**config.mk**
```make
export PLATFORM = sky130hd
export DESIGN_NAME = decode_stage
export DESIGN_NICKNAME = d
export VERILOG_FILES = /design/src/decode_pkg.sv /design/src/inst_classifier.sv /design/src/imm_gen.sv /design/src/operand_bypass.sv /design/src/id_ex_reg.sv /design/src/decode_stage.sv
export VERILOG_INCLUDE_DIRS = /design/src /design/src/src
export SDC_FILE = /design/constraint.sdc
export NUM_CORES = 1
export LEC_CHECK = 0
export BUFFER_PORTS_ARGS = -buffer_cell sky130_fd_sc_hd__buf_2
export CAP_MARGIN = 20
export CELL_PAD_IN_SITES_DETAIL_PLACEMENT = 2
export CELL_PAD_IN_SITES_GLOBAL_PLACEMENT = 2
export CORE_ASPECT_RATIO = 2
export CORE_MARGIN = 2
export CORE_UTILIZATION = 28
export CTS_CLUSTER_SIZE = 28
export DETAILED_ROUTE_END_ITERATION = 6
export HOLD_SLACK_MARGIN = 0.12
export PLACE_DENSITY_LB_ADDON = 0.1
export REMOVE_ABC_BUFFERS = 1
export SKIP_CTS_REPAIR_TIMING = 1
export SYNTH_ARGS = -nofsm -noshare
export SYNTH_HDL_FRONTEND = slang
export SYNTH_SLANG_ARGS = --single-unit
```
**constraint.sdc**
```tcl
create_clock -name clk -period 4.5 [get_ports clk]
set_input_delay 0.9 -clock clk [delete_from_list [all_inputs] [get_ports clk]]
set_output_delay 0.9 -clock clk [all_outputs]
set_load 0.01 [all_outputs]
```
**src/rv32_macros.svh**
```systemverilog
`ifndef RV32_MACROS_SVH
`define RV32_MACROS_SVH

`define XLEN          32
`define REG_AW        5

// alu operation codes
`define ALUOP_LEN     5
`define ALUOP_ADD     5'd1
`define ALUOP_SUB     5'd2
`define ALUOP_XOR     5'd3
`define ALUOP_OR      5'd4
`define ALUOP_AND     5'd5
`define ALUOP_SLL     5'd6
`define ALUOP_SRL     5'd7
`define ALUOP_SRA     5'd8
`define ALUOP_SLT     5'd9
`define ALUOP_SLTU    5'd10
`define ALUOP_BEQ     5'd11
`define ALUOP_BNE     5'd12
`define ALUOP_BLT     5'd13
`define ALUOP_BGE     5'd14
`define ALUOP_BLTU    5'd15
`define ALUOP_BGEU    5'd16

// memory operation codes, none must stay zero
`define MEMOP_LEN     4
`define MEMOP_NONE    4'd0
`define MEMOP_LB      4'd1
`define MEMOP_LH      4'd2
`define MEMOP_LW      4'd3
`define MEMOP_LBU     4'd4
`define MEMOP_LHU     4'd5
`define MEMOP_SB      4'd6
`define MEMOP_SH      4'd7
`define MEMOP_SW      4'd8

// execute classes
`define EXCOP_LEN     4
`define EXCOP_NONE    4'd0
`define EXCOP_LUI     4'd1
`define EXCOP_AUIPC   4'd2
`define EXCOP_JAL     4'd3
`define EXCOP_JALR    4'd4
`define EXCOP_LOAD    4'd5
`define EXCOP_STORE   4'd6
`define EXCOP_BRANCH  4'd7
`define EXCOP_OPIMM   4'd8
`define EXCOP_OPREG   4'd9
`define EXCOP_EBREAK  4'd10

// trap bus bit positions
`define TRAP_LEN      8
`define TRAP_ECALL    0
`define TRAP_EBREAK   1
`define TRAP_MRET     2
`define TRAP_ILLEGAL  3

// major opcodes
`define OPC_LUI       7'b0110111
`define OPC_AUIPC     7'b0010111
`define OPC_JAL       7'b1101111
`define OPC_JALR      7'b1100111
`define OPC_BRANCH    7'b1100011
`define OPC_LOAD      7'b0000011
`define OPC_STORE     7'b0100011
`define OPC_OPIMM     7'b0010011
`define OPC_OPREG     7'b0110011

// match masks and fixed system encodings
`define MASK_OPCODE   32'h0000_007f
`define MASK_FUNC3    32'h0000_707f
`define MASK_FUNC7    32'hfe00_707f
`define INST_ECALL    32'h0000_0073
`define INST_EBREAK   32'h0010_0073
`define INST_MRET     32'h3020_0073

`endif

```
**src/decode_pkg.sv**
```systemverilog
`include "rv32_macros.svh"

package decode_pkg;

  // field layouts of the base formats, msb first
  typedef struct packed {
    logic [6:0] funct7;
    logic [4:0] rs2;
    logic [4:0] rs1;
    logic [2:0] funct3;
    logic [4:0] rd;
    logic [6:0] opcode;
  } r_fmt_t;

  typedef struct packed {
    logic [11:0] imm_11_0;
    logic [4:0]  rs1;
    logic [2:0]  funct3;
    logic [4:0]  rd;
    logic [6:0]  opcode;
  } i_fmt_t;

  typedef struct packed {
    logic [6:0] imm_11_5;
    logic [4:0] rs2;
    logic [4:0] rs1;
    logic [2:0] funct3;
    logic [4:0] imm_4_0;
    logic [6:0] opcode;
  } s_fmt_t;

  typedef struct packed {
    logic       imm_12;
    logic [5:0] imm_10_5;
    logic [4:0] rs2;
    logic [4:0] rs1;
    logic [2:0] funct3;
    logic [3:0] imm_4_1;
    logic       imm_11;
    logic [6:0] opcode;
  } b_fmt_t;

  typedef struct packed {
    logic [19:0] imm_31_12;
    logic [4:0]  rd;
    logic [6:0]  opcode;
  } u_fmt_t;

  typedef struct packed {
    logic       imm_20;
    logic [9:0] imm_10_1;
    logic       imm_11;
    logic [7:0] imm_19_12;
    logic [4:0] rd;
    logic [6:0] opcode;
  } j_fmt_t;

  // one instruction word, read per format
  typedef union packed {
    r_fmt_t r;
    i_fmt_t i;
    s_fmt_t s;
    b_fmt_t b;
    u_fmt_t u;
    j_fmt_t j;
  } inst_u;

  // one-hot immediate format
  typedef struct packed {
    logic fmt_none;
    logic fmt_i;
    logic fmt_s;
    logic fmt_b;
    logic fmt_u;
    logic fmt_j;
  } imm_sel_t;

  typedef struct packed {
    logic [`ALUOP_LEN-1:0] alu_op;
    logic [`MEMOP_LEN-1:0] mem_op;
    logic [`EXCOP_LEN-1:0] exc_op;
    imm_sel_t              imm_sel;
    logic                  need_rs1;
    logic                  need_rs2;
    logic                  need_rd;
    logic                  is_call;
    logic                  ecall;
    logic                  ebreak;
    logic                  mret;
    logic                  illegal;
  } dec_ctrl_t;

  typedef struct packed {
    logic                  valid;
    logic [`XLEN-1:0]      pc;
    logic [`REG_AW-1:0]    rs1_idx;
    logic [`REG_AW-1:0]    rs2_idx;
    logic [`REG_AW-1:0]    rd_idx;
    logic [`XLEN-1:0]      rs1_data;
    logic [`XLEN-1:0]      rs2_data;
    logic [`XLEN-1:0]      imm;
    logic [`ALUOP_LEN-1:0] alu_op;
    logic [`MEMOP_LEN-1:0] mem_op;
    logic [`EXCOP_LEN-1:0] exc_op;
    logic [`TRAP_LEN-1:0]  trap_bus;
    logic                  is_call;
  } id_ex_t;

endpackage

```
**src/inst_classifier.sv**
```systemverilog
`timescale 1ns/10ps
`include "rv32_macros.svh"

module inst_classifier (
  input  decode_pkg::inst_u     inst_i,
  input  logic [`TRAP_LEN-1:0]  trap_bus_i,
  output decode_pkg::dec_ctrl_t ctrl_o,
  output logic [`TRAP_LEN-1:0]  trap_bus_o
);

  logic [31:0] word;
  logic [2:0]  f3;
  logic        lui, auipc, jal, jalr, branch, load, store;
  logic        op_imm, op_reg, ecall, ebreak, mret, system, illegal;
  logic        fmt_i, fmt_s, fmt_b, fmt_u, fmt_j;

  function automatic logic hit(input logic [31:0] w, input logic [31:0] mask,
                               input logic [31:0] val);
    return (w & mask) == val;
  endfunction

  assign word = inst_i;
  assign f3   = inst_i.r.funct3;

  assign lui    = hit(word, `MASK_OPCODE, {25'b0, `OPC_LUI});
  assign auipc  = hit(word, `MASK_OPCODE, {25'b0, `OPC_AUIPC});
  assign jal    = hit(word, `MASK_OPCODE, {25'b0, `OPC_JAL});
  assign jalr   = hit(word, `MASK_FUNC3, {17'b0, 3'b000, 5'b0, `OPC_JALR});
  // funct3 010 and 011 are holes in the branch space
  assign branch = hit(word, `MASK_OPCODE, {25'b0, `OPC_BRANCH}) &&
                  f3 != 3'b010 && f3 != 3'b011;
  assign load   = hit(word, `MASK_OPCODE, {25'b0, `OPC_LOAD}) &&
                  f3 != 3'b011 && f3 < 3'b110;
  assign store  = hit(word, `MASK_OPCODE, {25'b0, `OPC_STORE}) && f3 < 3'b011;

  // shift immediates also pin funct7
  assign op_imm = (hit(word, `MASK_OPCODE, {25'b0, `OPC_OPIMM}) &&
                   f3 != 3'b001 && f3 != 3'b101) ||
                  hit(word, `MASK_FUNC7, {7'h00, 10'b0, 3'b001, 5'b0, `OPC_OPIMM}) ||
                  hit(word, `MASK_FUNC7, {7'h00, 10'b0, 3'b101, 5'b0, `OPC_OPIMM}) ||
                  hit(word, `MASK_FUNC7, {7'h20, 10'b0, 3'b101, 5'b0, `OPC_OPIMM});
  // funct7 0x20 only for sub and sra
  assign op_reg = hit(word, `MASK_FUNC7, {7'h00, 10'b0, f3, 5'b0, `OPC_OPREG}) ||
                  (hit(word, `MASK_FUNC7, {7'h20, 10'b0, f3, 5'b0, `OPC_OPREG}) &&
                   (f3 == 3'b000 || f3 == 3'b101));

  assign ecall   = (word == `INST_ECALL);
  assign ebreak  = (word == `INST_EBREAK);
  assign mret    = (word == `INST_MRET);
  assign system  = ecall | ebreak | mret;
  assign illegal = ~(lui | auipc | jal | jalr | branch | load | store |
                     op_imm | op_reg | system);

  assign fmt_i = load | op_imm | jalr | system;
  assign fmt_s = store;
  assign fmt_b = branch;
  assign fmt_u = lui | auipc;
  assign fmt_j = jal;

  always_comb begin
    ctrl_o = '0;
    ctrl_o.imm_sel  = '{fmt_none: ~(fmt_i | fmt_s | fmt_b | fmt_u | fmt_j),
                        fmt_i: fmt_i, fmt_s: fmt_s, fmt_b: fmt_b,
                        fmt_u: fmt_u, fmt_j: fmt_j};
    ctrl_o.need_rs1 = op_reg | fmt_i | fmt_s | fmt_b;
    ctrl_o.need_rs2 = op_reg | fmt_s | fmt_b;
    ctrl_o.need_rd  = op_reg | fmt_i | fmt_u | fmt_j;
    ctrl_o.is_call  = (jal | jalr) && inst_i.j.rd != '0;
    ctrl_o.ecall    = ecall;
    ctrl_o.ebreak   = ebreak;
    ctrl_o.mret     = mret;
    ctrl_o.illegal  = illegal;

    // address math and upper immediates all use add
    ctrl_o.alu_op = `ALUOP_ADD;
    if (branch) begin
      case (f3)
        3'b000:  ctrl_o.alu_op = `ALUOP_BEQ;
        3'b001:  ctrl_o.alu_op = `ALUOP_BNE;
        3'b100:  ctrl_o.alu_op = `ALUOP_BLT;
        3'b101:  ctrl_o.alu_op = `ALUOP_BGE;
        3'b110:  ctrl_o.alu_op = `ALUOP_BLTU;
        default: ctrl_o.alu_op = `ALUOP_BGEU;
      endcase
    end else if (op_imm || op_reg) begin
      case (f3)
        3'b000:  ctrl_o.alu_op = (op_reg && inst_i.r.funct7[5]) ? `ALUOP_SUB : `ALUOP_ADD;
        3'b001:  ctrl_o.alu_op = `ALUOP_SLL;
        3'b010:  ctrl_o.alu_op = `ALUOP_SLT;
        3'b011:  ctrl_o.alu_op = `ALUOP_SLTU;
        3'b100:  ctrl_o.alu_op = `ALUOP_XOR;
        3'b101:  ctrl_o.alu_op = inst_i.r.funct7[5] ? `ALUOP_SRA : `ALUOP_SRL;
        3'b110:  ctrl_o.alu_op = `ALUOP_OR;
        default: ctrl_o.alu_op = `ALUOP_AND;
      endcase
    end

    ctrl_o.mem_op = `MEMOP_NONE;
    if (load) begin
      case (f3)
        3'b000:  ctrl_o.mem_op = `MEMOP_LB;
        3'b001:  ctrl_o.mem_op = `MEMOP_LH;
        3'b010:  ctrl_o.mem_op = `MEMOP_LW;
        3'b100:  ctrl_o.mem_op = `MEMOP_LBU;
        default: ctrl_o.mem_op = `MEMOP_LHU;
      endcase
    end else if (store) begin
      case (f3)
        3'b000:  ctrl_o.mem_op = `MEMOP_SB;
        3'b001:  ctrl_o.mem_op = `MEMOP_SH;
        default: ctrl_o.mem_op = `MEMOP_SW;
      endcase
    end

    // ecall and mret keep class none and travel on the trap bus
    if (lui)         ctrl_o.exc_op = `EXCOP_LUI;
    else if (auipc)  ctrl_o.exc_op = `EXCOP_AUIPC;
    else if (jal)    ctrl_o.exc_op = `EXCOP_JAL;
    else if (jalr)   ctrl_o.exc_op = `EXCOP_JALR;
    else if (load)   ctrl_o.exc_op = `EXCOP_LOAD;
    else if (store)  ctrl_o.exc_op = `EXCOP_STORE;
    else if (branch) ctrl_o.exc_op = `EXCOP_BRANCH;
    else if (op_imm) ctrl_o.exc_op = `EXCOP_OPIMM;
    else if (op_reg) ctrl_o.exc_op = `EXCOP_OPREG;
    else if (ebreak) ctrl_o.exc_op = `EXCOP_EBREAK;
    else             ctrl_o.exc_op = `EXCOP_NONE;
  end

  // decode owns four trap positions and fetch owns the rest
  always_comb begin
    trap_bus_o                = trap_bus_i;
    trap_bus_o[`TRAP_ECALL]   = ctrl_o.ecall;
    trap_bus_o[`TRAP_EBREAK]  = ctrl_o.ebreak;
    trap_bus_o[`TRAP_MRET]    = ctrl_o.mret;
    trap_bus_o[`TRAP_ILLEGAL] = ctrl_o.illegal;
  end

endmodule

```
**src/imm_gen.sv**
```systemverilog
`timescale 1ns/10ps
`include "rv32_macros.svh"

module imm_gen (
  input  decode_pkg::inst_u    inst_i,
  input  decode_pkg::imm_sel_t imm_sel_i,
  output logic [`XLEN-1:0]     imm_o
);

  logic [`XLEN-1:0] imm_i, imm_s, imm_b, imm_u, imm_j;

  assign imm_i = {{20{inst_i.i.imm_11_0[11]}}, inst_i.i.imm_11_0};
  assign imm_s = {{20{inst_i.s.imm_11_5[6]}}, inst_i.s.imm_11_5, inst_i.s.imm_4_0};
  // b and j scatter their bits, lsb is always zero
  assign imm_b = {{19{inst_i.b.imm_12}}, inst_i.b.imm_12, inst_i.b.imm_11,
                  inst_i.b.imm_10_5, inst_i.b.imm_4_1, 1'b0};
  assign imm_u = {inst_i.u.imm_31_12, 12'b0};
  assign imm_j = {{11{inst_i.j.imm_20}}, inst_i.j.imm_20, inst_i.j.imm_19_12,
                  inst_i.j.imm_11, inst_i.j.imm_10_1, 1'b0};

  always_comb begin
    case (1'b1)
      imm_sel_i.fmt_none: imm_o = '0;
      imm_sel_i.fmt_i:    imm_o = imm_i;
      imm_sel_i.fmt_s:    imm_o = imm_s;
      imm_sel_i.fmt_b:    imm_o = imm_b;
      imm_sel_i.fmt_u:    imm_o = imm_u;
      imm_sel_i.fmt_j:    imm_o = imm_j;
      default:            imm_o = '0;
    endcase
  end

endmodule

```
**src/operand_bypass.sv**
```systemverilog
`timescale 1ns/10ps
`include "rv32_macros.svh"

module operand_bypass (
  input  logic [`REG_AW-1:0] rs1_idx_i,
  input  logic [`REG_AW-1:0] rs2_idx_i,
  input  logic [`XLEN-1:0]   rs1_data_i,
  input  logic [`XLEN-1:0]   rs2_data_i,
  input  decode_pkg::id_ex_t ex_entry_i,
  input  logic [`XLEN-1:0]   ex_rd_data_i,
  input  logic [`REG_AW-1:0] mem_rd_addr_i,
  input  logic [`XLEN-1:0]   mem_rd_data_i,
  output logic [`XLEN-1:0]   rs1_o,
  output logic [`XLEN-1:0]   rs2_o,
  output logic               load_use_o
);

  logic rs1_ex_hit, rs2_ex_hit, ex_is_load;

  // x0 never forwards
  function automatic logic same_reg(input logic [`REG_AW-1:0] src,
                                    input logic [`REG_AW-1:0] dst);
    return src != '0 && src == dst;
  endfunction

  // priority ex, then mem, then register file
  function automatic logic [`XLEN-1:0] pick(input logic ex_hit,
                                            input logic [`REG_AW-1:0] idx,
                                            input logic [`XLEN-1:0] rf_data);
    if (ex_hit) return ex_rd_data_i;
    if (same_reg(idx, mem_rd_addr_i)) return mem_rd_data_i;
    return rf_data;
  endfunction

  assign rs1_ex_hit = same_reg(rs1_idx_i, ex_entry_i.rd_idx);
  assign rs2_ex_hit = same_reg(rs2_idx_i, ex_entry_i.rd_idx);
  assign rs1_o      = pick(rs1_ex_hit, rs1_idx_i, rs1_data_i);
  assign rs2_o      = pick(rs2_ex_hit, rs2_idx_i, rs2_data_i);

  // load data only exists after mem, so ex result is not usable yet
  assign ex_is_load = ex_entry_i.valid && ex_entry_i.exc_op == `EXCOP_LOAD;
  assign load_use_o = ex_is_load && (rs1_ex_hit || rs2_ex_hit);

endmodule

```
**src/id_ex_reg.sv**
```systemverilog
`timescale 1ns/10ps
`include "rv32_macros.svh"

module id_ex_reg (
  input  logic                  clk,
  input  logic                  arst_n_i,
  input  logic                  valid_i,
  input  logic                  flush_i,
  input  logic                  stall_i,
  input  logic [`XLEN-1:0]      pc_i,
  input  decode_pkg::dec_ctrl_t ctrl_i,
  input  logic [`TRAP_LEN-1:0]  trap_bus_i,
  input  logic [`REG_AW-1:0]    rs1_idx_i,
  input  logic [`REG_AW-1:0]    rs2_idx_i,
  input  logic [`REG_AW-1:0]    rd_idx_i,
  input  logic [`XLEN-1:0]      rs1_i,
  input  logic [`XLEN-1:0]      rs2_i,
  input  logic [`XLEN-1:0]      imm_i,
  output decode_pkg::id_ex_t    entry_o,
  output logic                  ras_push_valid_o,
  output logic [`XLEN-1:0]      ras_push_data_o
);

  decode_pkg::id_ex_t entry_d, entry_q;
  logic               accept;

  assign accept = valid_i && !stall_i && !flush_i;

  always_comb begin
    entry_d = '{valid: 1'b1, pc: pc_i, rs1_idx: rs1_idx_i, rs2_idx: rs2_idx_i,
                rd_idx: rd_idx_i, rs1_data: rs1_i, rs2_data: rs2_i, imm: imm_i,
                alu_op: ctrl_i.alu_op, mem_op: ctrl_i.mem_op, exc_op: ctrl_i.exc_op,
                trap_bus: trap_bus_i, is_call: ctrl_i.is_call};
    // bubble: kill every field that causes a side effect downstream
    if (!accept) begin
      entry_d.valid    = 1'b0;
      entry_d.rd_idx   = '0;
      entry_d.exc_op   = `EXCOP_NONE;
      entry_d.mem_op   = `MEMOP_NONE;
      entry_d.trap_bus = '0;
      entry_d.is_call  = 1'b0;
    end
  end

  always_ff @(posedge clk or negedge arst_n_i) begin
    if (!arst_n_i) begin
      entry_q <= '0;
    end else begin
      entry_q <= entry_d;
    end
  end

  assign entry_o          = entry_q;
  assign ras_push_valid_o = entry_q.valid && entry_q.is_call;
  assign ras_push_data_o  = entry_q.pc + `XLEN'd4;

  a_flush_bubble: assert property (@(posedge clk) disable iff (!arst_n_i)
    flush_i |=> !entry_q.valid && entry_q.trap_bus == '0 && entry_q.rd_idx == '0)
    else $error("flush did not leave a bubble");

  a_stall_bubble: assert property (@(posedge clk) disable iff (!arst_n_i)
    stall_i |=> !entry_q.valid && entry_q.mem_op == `MEMOP_NONE)
    else $error("stall did not leave a bubble");

  // call flag comes from the classifier, class from the same word
  a_push_is_jump: assert property (@(posedge clk) disable iff (!arst_n_i)
    ras_push_valid_o |-> entry_q.exc_op inside {`EXCOP_JAL, `EXCOP_JALR})
    else $error("return stack push from a non-jump entry");

endmodule

```
**src/decode_stage.sv**
```systemverilog
`timescale 1ns/10ps
`include "rv32_macros.svh"

module decode_stage (
  input  logic                 clk,
  input  logic                 arst_n_i,
  input  logic                 valid_i,
  input  logic [`XLEN-1:0]     inst_addr_i,
  input  logic [`XLEN-1:0]     inst_data_i,
  input  logic [`TRAP_LEN-1:0] trap_bus_i,
  input  logic [`XLEN-1:0]     rs1_data_i,
  input  logic [`XLEN-1:0]     rs2_data_i,
  input  logic [`XLEN-1:0]     ex_rd_data_i,
  input  logic [`REG_AW-1:0]   mem_rd_addr_i,
  input  logic [`XLEN-1:0]     mem_rd_data_i,
  input  logic                 flush_i,
  output logic [`REG_AW-1:0]   rs1_idx_o,
  output logic [`REG_AW-1:0]   rs2_idx_o,
  output logic                 stall_o,
  output decode_pkg::id_ex_t   id_ex_o,
  output logic                 ras_push_valid_o,
  output logic [`XLEN-1:0]     ras_push_data_o
);

  decode_pkg::inst_u     inst;
  decode_pkg::dec_ctrl_t ctrl;
  logic [`TRAP_LEN-1:0]  trap_bus;
  logic [`REG_AW-1:0]    rs1_idx, rs2_idx, rd_idx;
  logic [`XLEN-1:0]      imm, rs1_fwd, rs2_fwd;
  logic                  load_use;

  assign inst = inst_data_i;

  // unused index fields read as x0
  assign rs1_idx = ctrl.need_rs1 ? inst.r.rs1 : '0;
  assign rs2_idx = ctrl.need_rs2 ? inst.r.rs2 : '0;
  assign rd_idx  = ctrl.need_rd ? inst.r.rd : '0;

  assign rs1_idx_o = rs1_idx;
  assign rs2_idx_o = rs2_idx;
  assign stall_o   = load_use;

  inst_classifier u_classifier (
    .inst_i(inst), .trap_bus_i(trap_bus_i), .ctrl_o(ctrl), .trap_bus_o(trap_bus)
  );

  imm_gen u_imm_gen (.inst_i(inst), .imm_sel_i(ctrl.imm_sel), .imm_o(imm));

  operand_bypass u_bypass (
    .rs1_idx_i(rs1_idx), .rs2_idx_i(rs2_idx),
    .rs1_data_i(rs1_data_i), .rs2_data_i(rs2_data_i),
    .ex_entry_i(id_ex_o), .ex_rd_data_i(ex_rd_data_i),
    .mem_rd_addr_i(mem_rd_addr_i), .mem_rd_data_i(mem_rd_data_i),
    .rs1_o(rs1_fwd), .rs2_o(rs2_fwd), .load_use_o(load_use)
  );

  id_ex_reg u_id_ex (
    .clk(clk), .arst_n_i(arst_n_i), .valid_i(valid_i), .flush_i(flush_i),
    .stall_i(load_use), .pc_i(inst_addr_i), .ctrl_i(ctrl), .trap_bus_i(trap_bus),
    .rs1_idx_i(rs1_idx), .rs2_idx_i(rs2_idx), .rd_idx_i(rd_idx),
    .rs1_i(rs1_fwd), .rs2_i(rs2_fwd), .imm_i(imm),
    .entry_o(id_ex_o), .ras_push_valid_o(ras_push_valid_o),
    .ras_push_data_o(ras_push_data_o)
  );

endmodule

```
==> out/results.tsv <==
stage	metric	value	unit
outcome	status	completed	
clocking	CTS H-Tree Depth	4	
flow_run	max cap viols	0	
pwr	maximum VDD drop	263	uV
pwr	Int Power	2610	uW
floorplan	Starting Density	28.5	%
route	DR vias/cell	4.97	
worst_setup_path	CP Launch Type	input port	
synthesis	yosys warns	0	
worst_setup_path	R2R depth	7	
route	WL met1	12.0	mm
synthesis	ranking of synthesized cells by area	dfrtp_1 (52%), a2bb2oi_2 (5.6%), mux2i_1 (4.0%)	
global_routing	remaining global-route overflow	0	
layout	area of the multi-input gates	3540	um^2
worst_setup_path	WP data required	3.60	ns
synthesis	library cells used by synthesis	64	
route	Detail Route Antenna Nets	0	
route	DRT Pass-1 Iters	4	
worst_setup_path	Setup CP Type	in -> out	
pwr	Seq pwr share	44.4	%
layout	max FFs per register	166	
timing	fin. max-slew vios	0	
floorplan	std cell rows	87	
pwr	total power	3540	uW
timing	highest clock rate	0.255	GHz
placed_design	GP Congestion	0.874	
clocking	maximum buffer depth of the clock tree	2	
route	drt initial violations	201	
floorplan	IO Pins	419	
clocking	CTS clk-pin slew, worst paths	0.07	ns
route	via count	7574	
floorplan	die area	30100	um^2
worst_setup_path	Arr. time, crit path	3.02	ns
global_routing	vias in the first global route	8386	
synthesis	Yosys top cell by area	dfrtp_1	
timing	# setup viols final	0	
pwr	Comb power frac	12.5	%
global_routing	first-pass GRT wire length	53.5	mm
floorplan	die height	244	um
clocking	Root Driver	clkbuf_16	
route	DRC viols	0	
timing	post-route setup slack	0.576	ns
synthesis	Avg Cell Area, Syn	10.8	um^2
synthesis	Synth Cell Area	8030	um^2
placed_design	port bufs	414	
route	final wirelength	36.6	mm
synthesis	Yosys reg bits	166	
layout	Reg area	4150	um^2
pwr	Static Leak	0.00533	uW
synthesis	sequential-to-total area share from yosys stat	51.7	%
route	wire length per cell	24.0	um
timing	final hold slack	0.512	ns
timing	max_slew headroom	41.1	%
clocking	clk_lat worst skew	0.44	ns
layout	most frequent cells in the layout	buf_2 (414), dfrtp_1 (166), nand2_1 (69)	
synthesis	async set-reset flop share out of synthesis	100	%
floorplan	core outline area	28200	um^2
layout	fraction of layout cells with a size suffix above 1	44.7	%
route	routed wl met3	2.37	mm
hold_path	Hold Crit Class	in -> async	
layout	Layout area overhead	37.8	%
global_routing	initial antenna violation count	13	
global_routing	GRT Overall Usage	24.4	%
synthesis	EDFF count, synth	0	
pwr	switching pwr	927	uW
placed_design	post-DP HPWL	28.7	mm
layout	Finished Layout Cells	1523	
route	Max Used Layer	met5	
clocking	CTS Buf Count	17	
clocking	CTS Sinks	166	
timing	final worst-path cycle share	87.2	%
placed_design	dpl ws	0.591	ns
route	met2 WL	20.9	mm
timing	worst-margin pin slew	0.883	ns
floorplan	Die Wd	124	um
pwr	Clk pwr share	43.1	%
worst_setup_path	Worst Setup End Kind	output port	
layout	fill count	3174	
pwr	switching part of the total power	26.2	%
placed_design	Placed Cells	1480	
layout	fin nets	1353	
clocking	CTS tree	yes	
timing	Final Hold Fails	0	
global_routing	largest net degree at the start of global routing	88	
synthesis	top-area cell type share of the netlist area	51.7	%
synthesis	Mapped Cells	747	
timing	Final Skew	0.00789	ns
timing	Sum Neg Setup Slack	0	ns
synthesis	top_reg_cell synth	dfrtp_1	
timing	final worst path period need	3.92	ns
timing	RSZ-0062 raised after global routing	no	
layout	commonest non-fill, non-tap cell in the layout	buf_2	
worst_setup_path	CP max FO	6	
pwr	Pwr Density	320	nW/um^2
[critical path: stages]
cell	delay [ns]
buf_2	0.12
or4_1	0.73
a2111oi_4	0.40
o2111a_2	0.33
nor3_1	0.13
o22ai_2	0.23
buf_2	0.17
[power groups by stage]
stage | clock network [uW] | logic (uW) | registers (uW)
3_3_place_gp | 0 | 441 | 1600
2_1_floorplan | 0 | 128 | 1630
6_report | 1520 | 443 | 1570
4_1_cts | 1580 | 453 | 1570
3_5_place_dp | 0 | 450 | 1600
5_1_grt | 1630 | 484 | 1580
[through the flow]
step,utilization (%),instance area (um^2)
3_5_place_dp,37.0,10400
5_1_grt,39.3,11100
6_report,39.3,11100
3_3_place_gp,37.0,10400
4_1_cts,39.1,11000
2_1_floorplan,-,7700
[cells in the mapped netlist (all sizes together), types with 2 or more instances]
library cell	instances
a21oi	7
a21boi	3
dfrtp	166
or3	36
xor2	17
mux2i	32
inv	5
nor3b	4
o21ai	86
xnor2	36
nand2b	8
or4	2
o211ai	2
a211oi	3
and4	6
clkbuf	26
nand2	69
a2111oi	4
and3	7
nand3	25
nand3b	2
buf	32
nor2b	7
o22ai	8
nor4	8
o2111a	2
nor2	41
nand4	7
a2bb2oi	32
and2	19
nor3	23
a22o	4
[per-layer routing]
metal / up-vias / track usage (%)
met5: - / 0
met3: 57 / 6.62
li1: 3427 / -
met1: 3833 / 23.5
met4: 2 / 11.5
met2: 255 / 46.3
[layout make-up]
type	instances	area share, %
flip-flops and latches	166	37.5
multi-input cells	518	32.0
repair buffers	435	20.6
well taps	356	4.02
clock buffers	18	3.97
clock inverters	13	1.42
diodes	12	0.271
inverters	5	0.170
[kinds of logic after synthesis]
logic type               share of synthesized area, %
multiplexers                                     4.13
AO/OA/AOI/OAI                                    16.0
AND/OR/NAND/NOR                                  17.9
XOR/XNOR                                         5.78
flip-flops                                       51.7
buffers and inverters                            4.35
adder cells (fa/ha/maj)                         0.156
[worst paths after layout]
kind | startpoint | end | slack, ns
setup / recovery | inst_data_i[26] | stall_o | 0.58
hold / removal | arst_n_i | u_id_ex.entry_o[67] | 0.51
setup reg to reg | u_id_ex.entry_o[119] | u_id_ex.entry_o[99] | 2.32
hold reg to reg | u_id_ex.entry_o[10] | u_id_ex.entry_o[8] | 0.95
max in group asynchronous | arst_n_i | u_id_ex.entry_o[127] | 2.96
min in group clk | inst_addr_i[31] | u_id_ex.entry_o[164] | 0.56
Power figures use the tool's default switching activity.
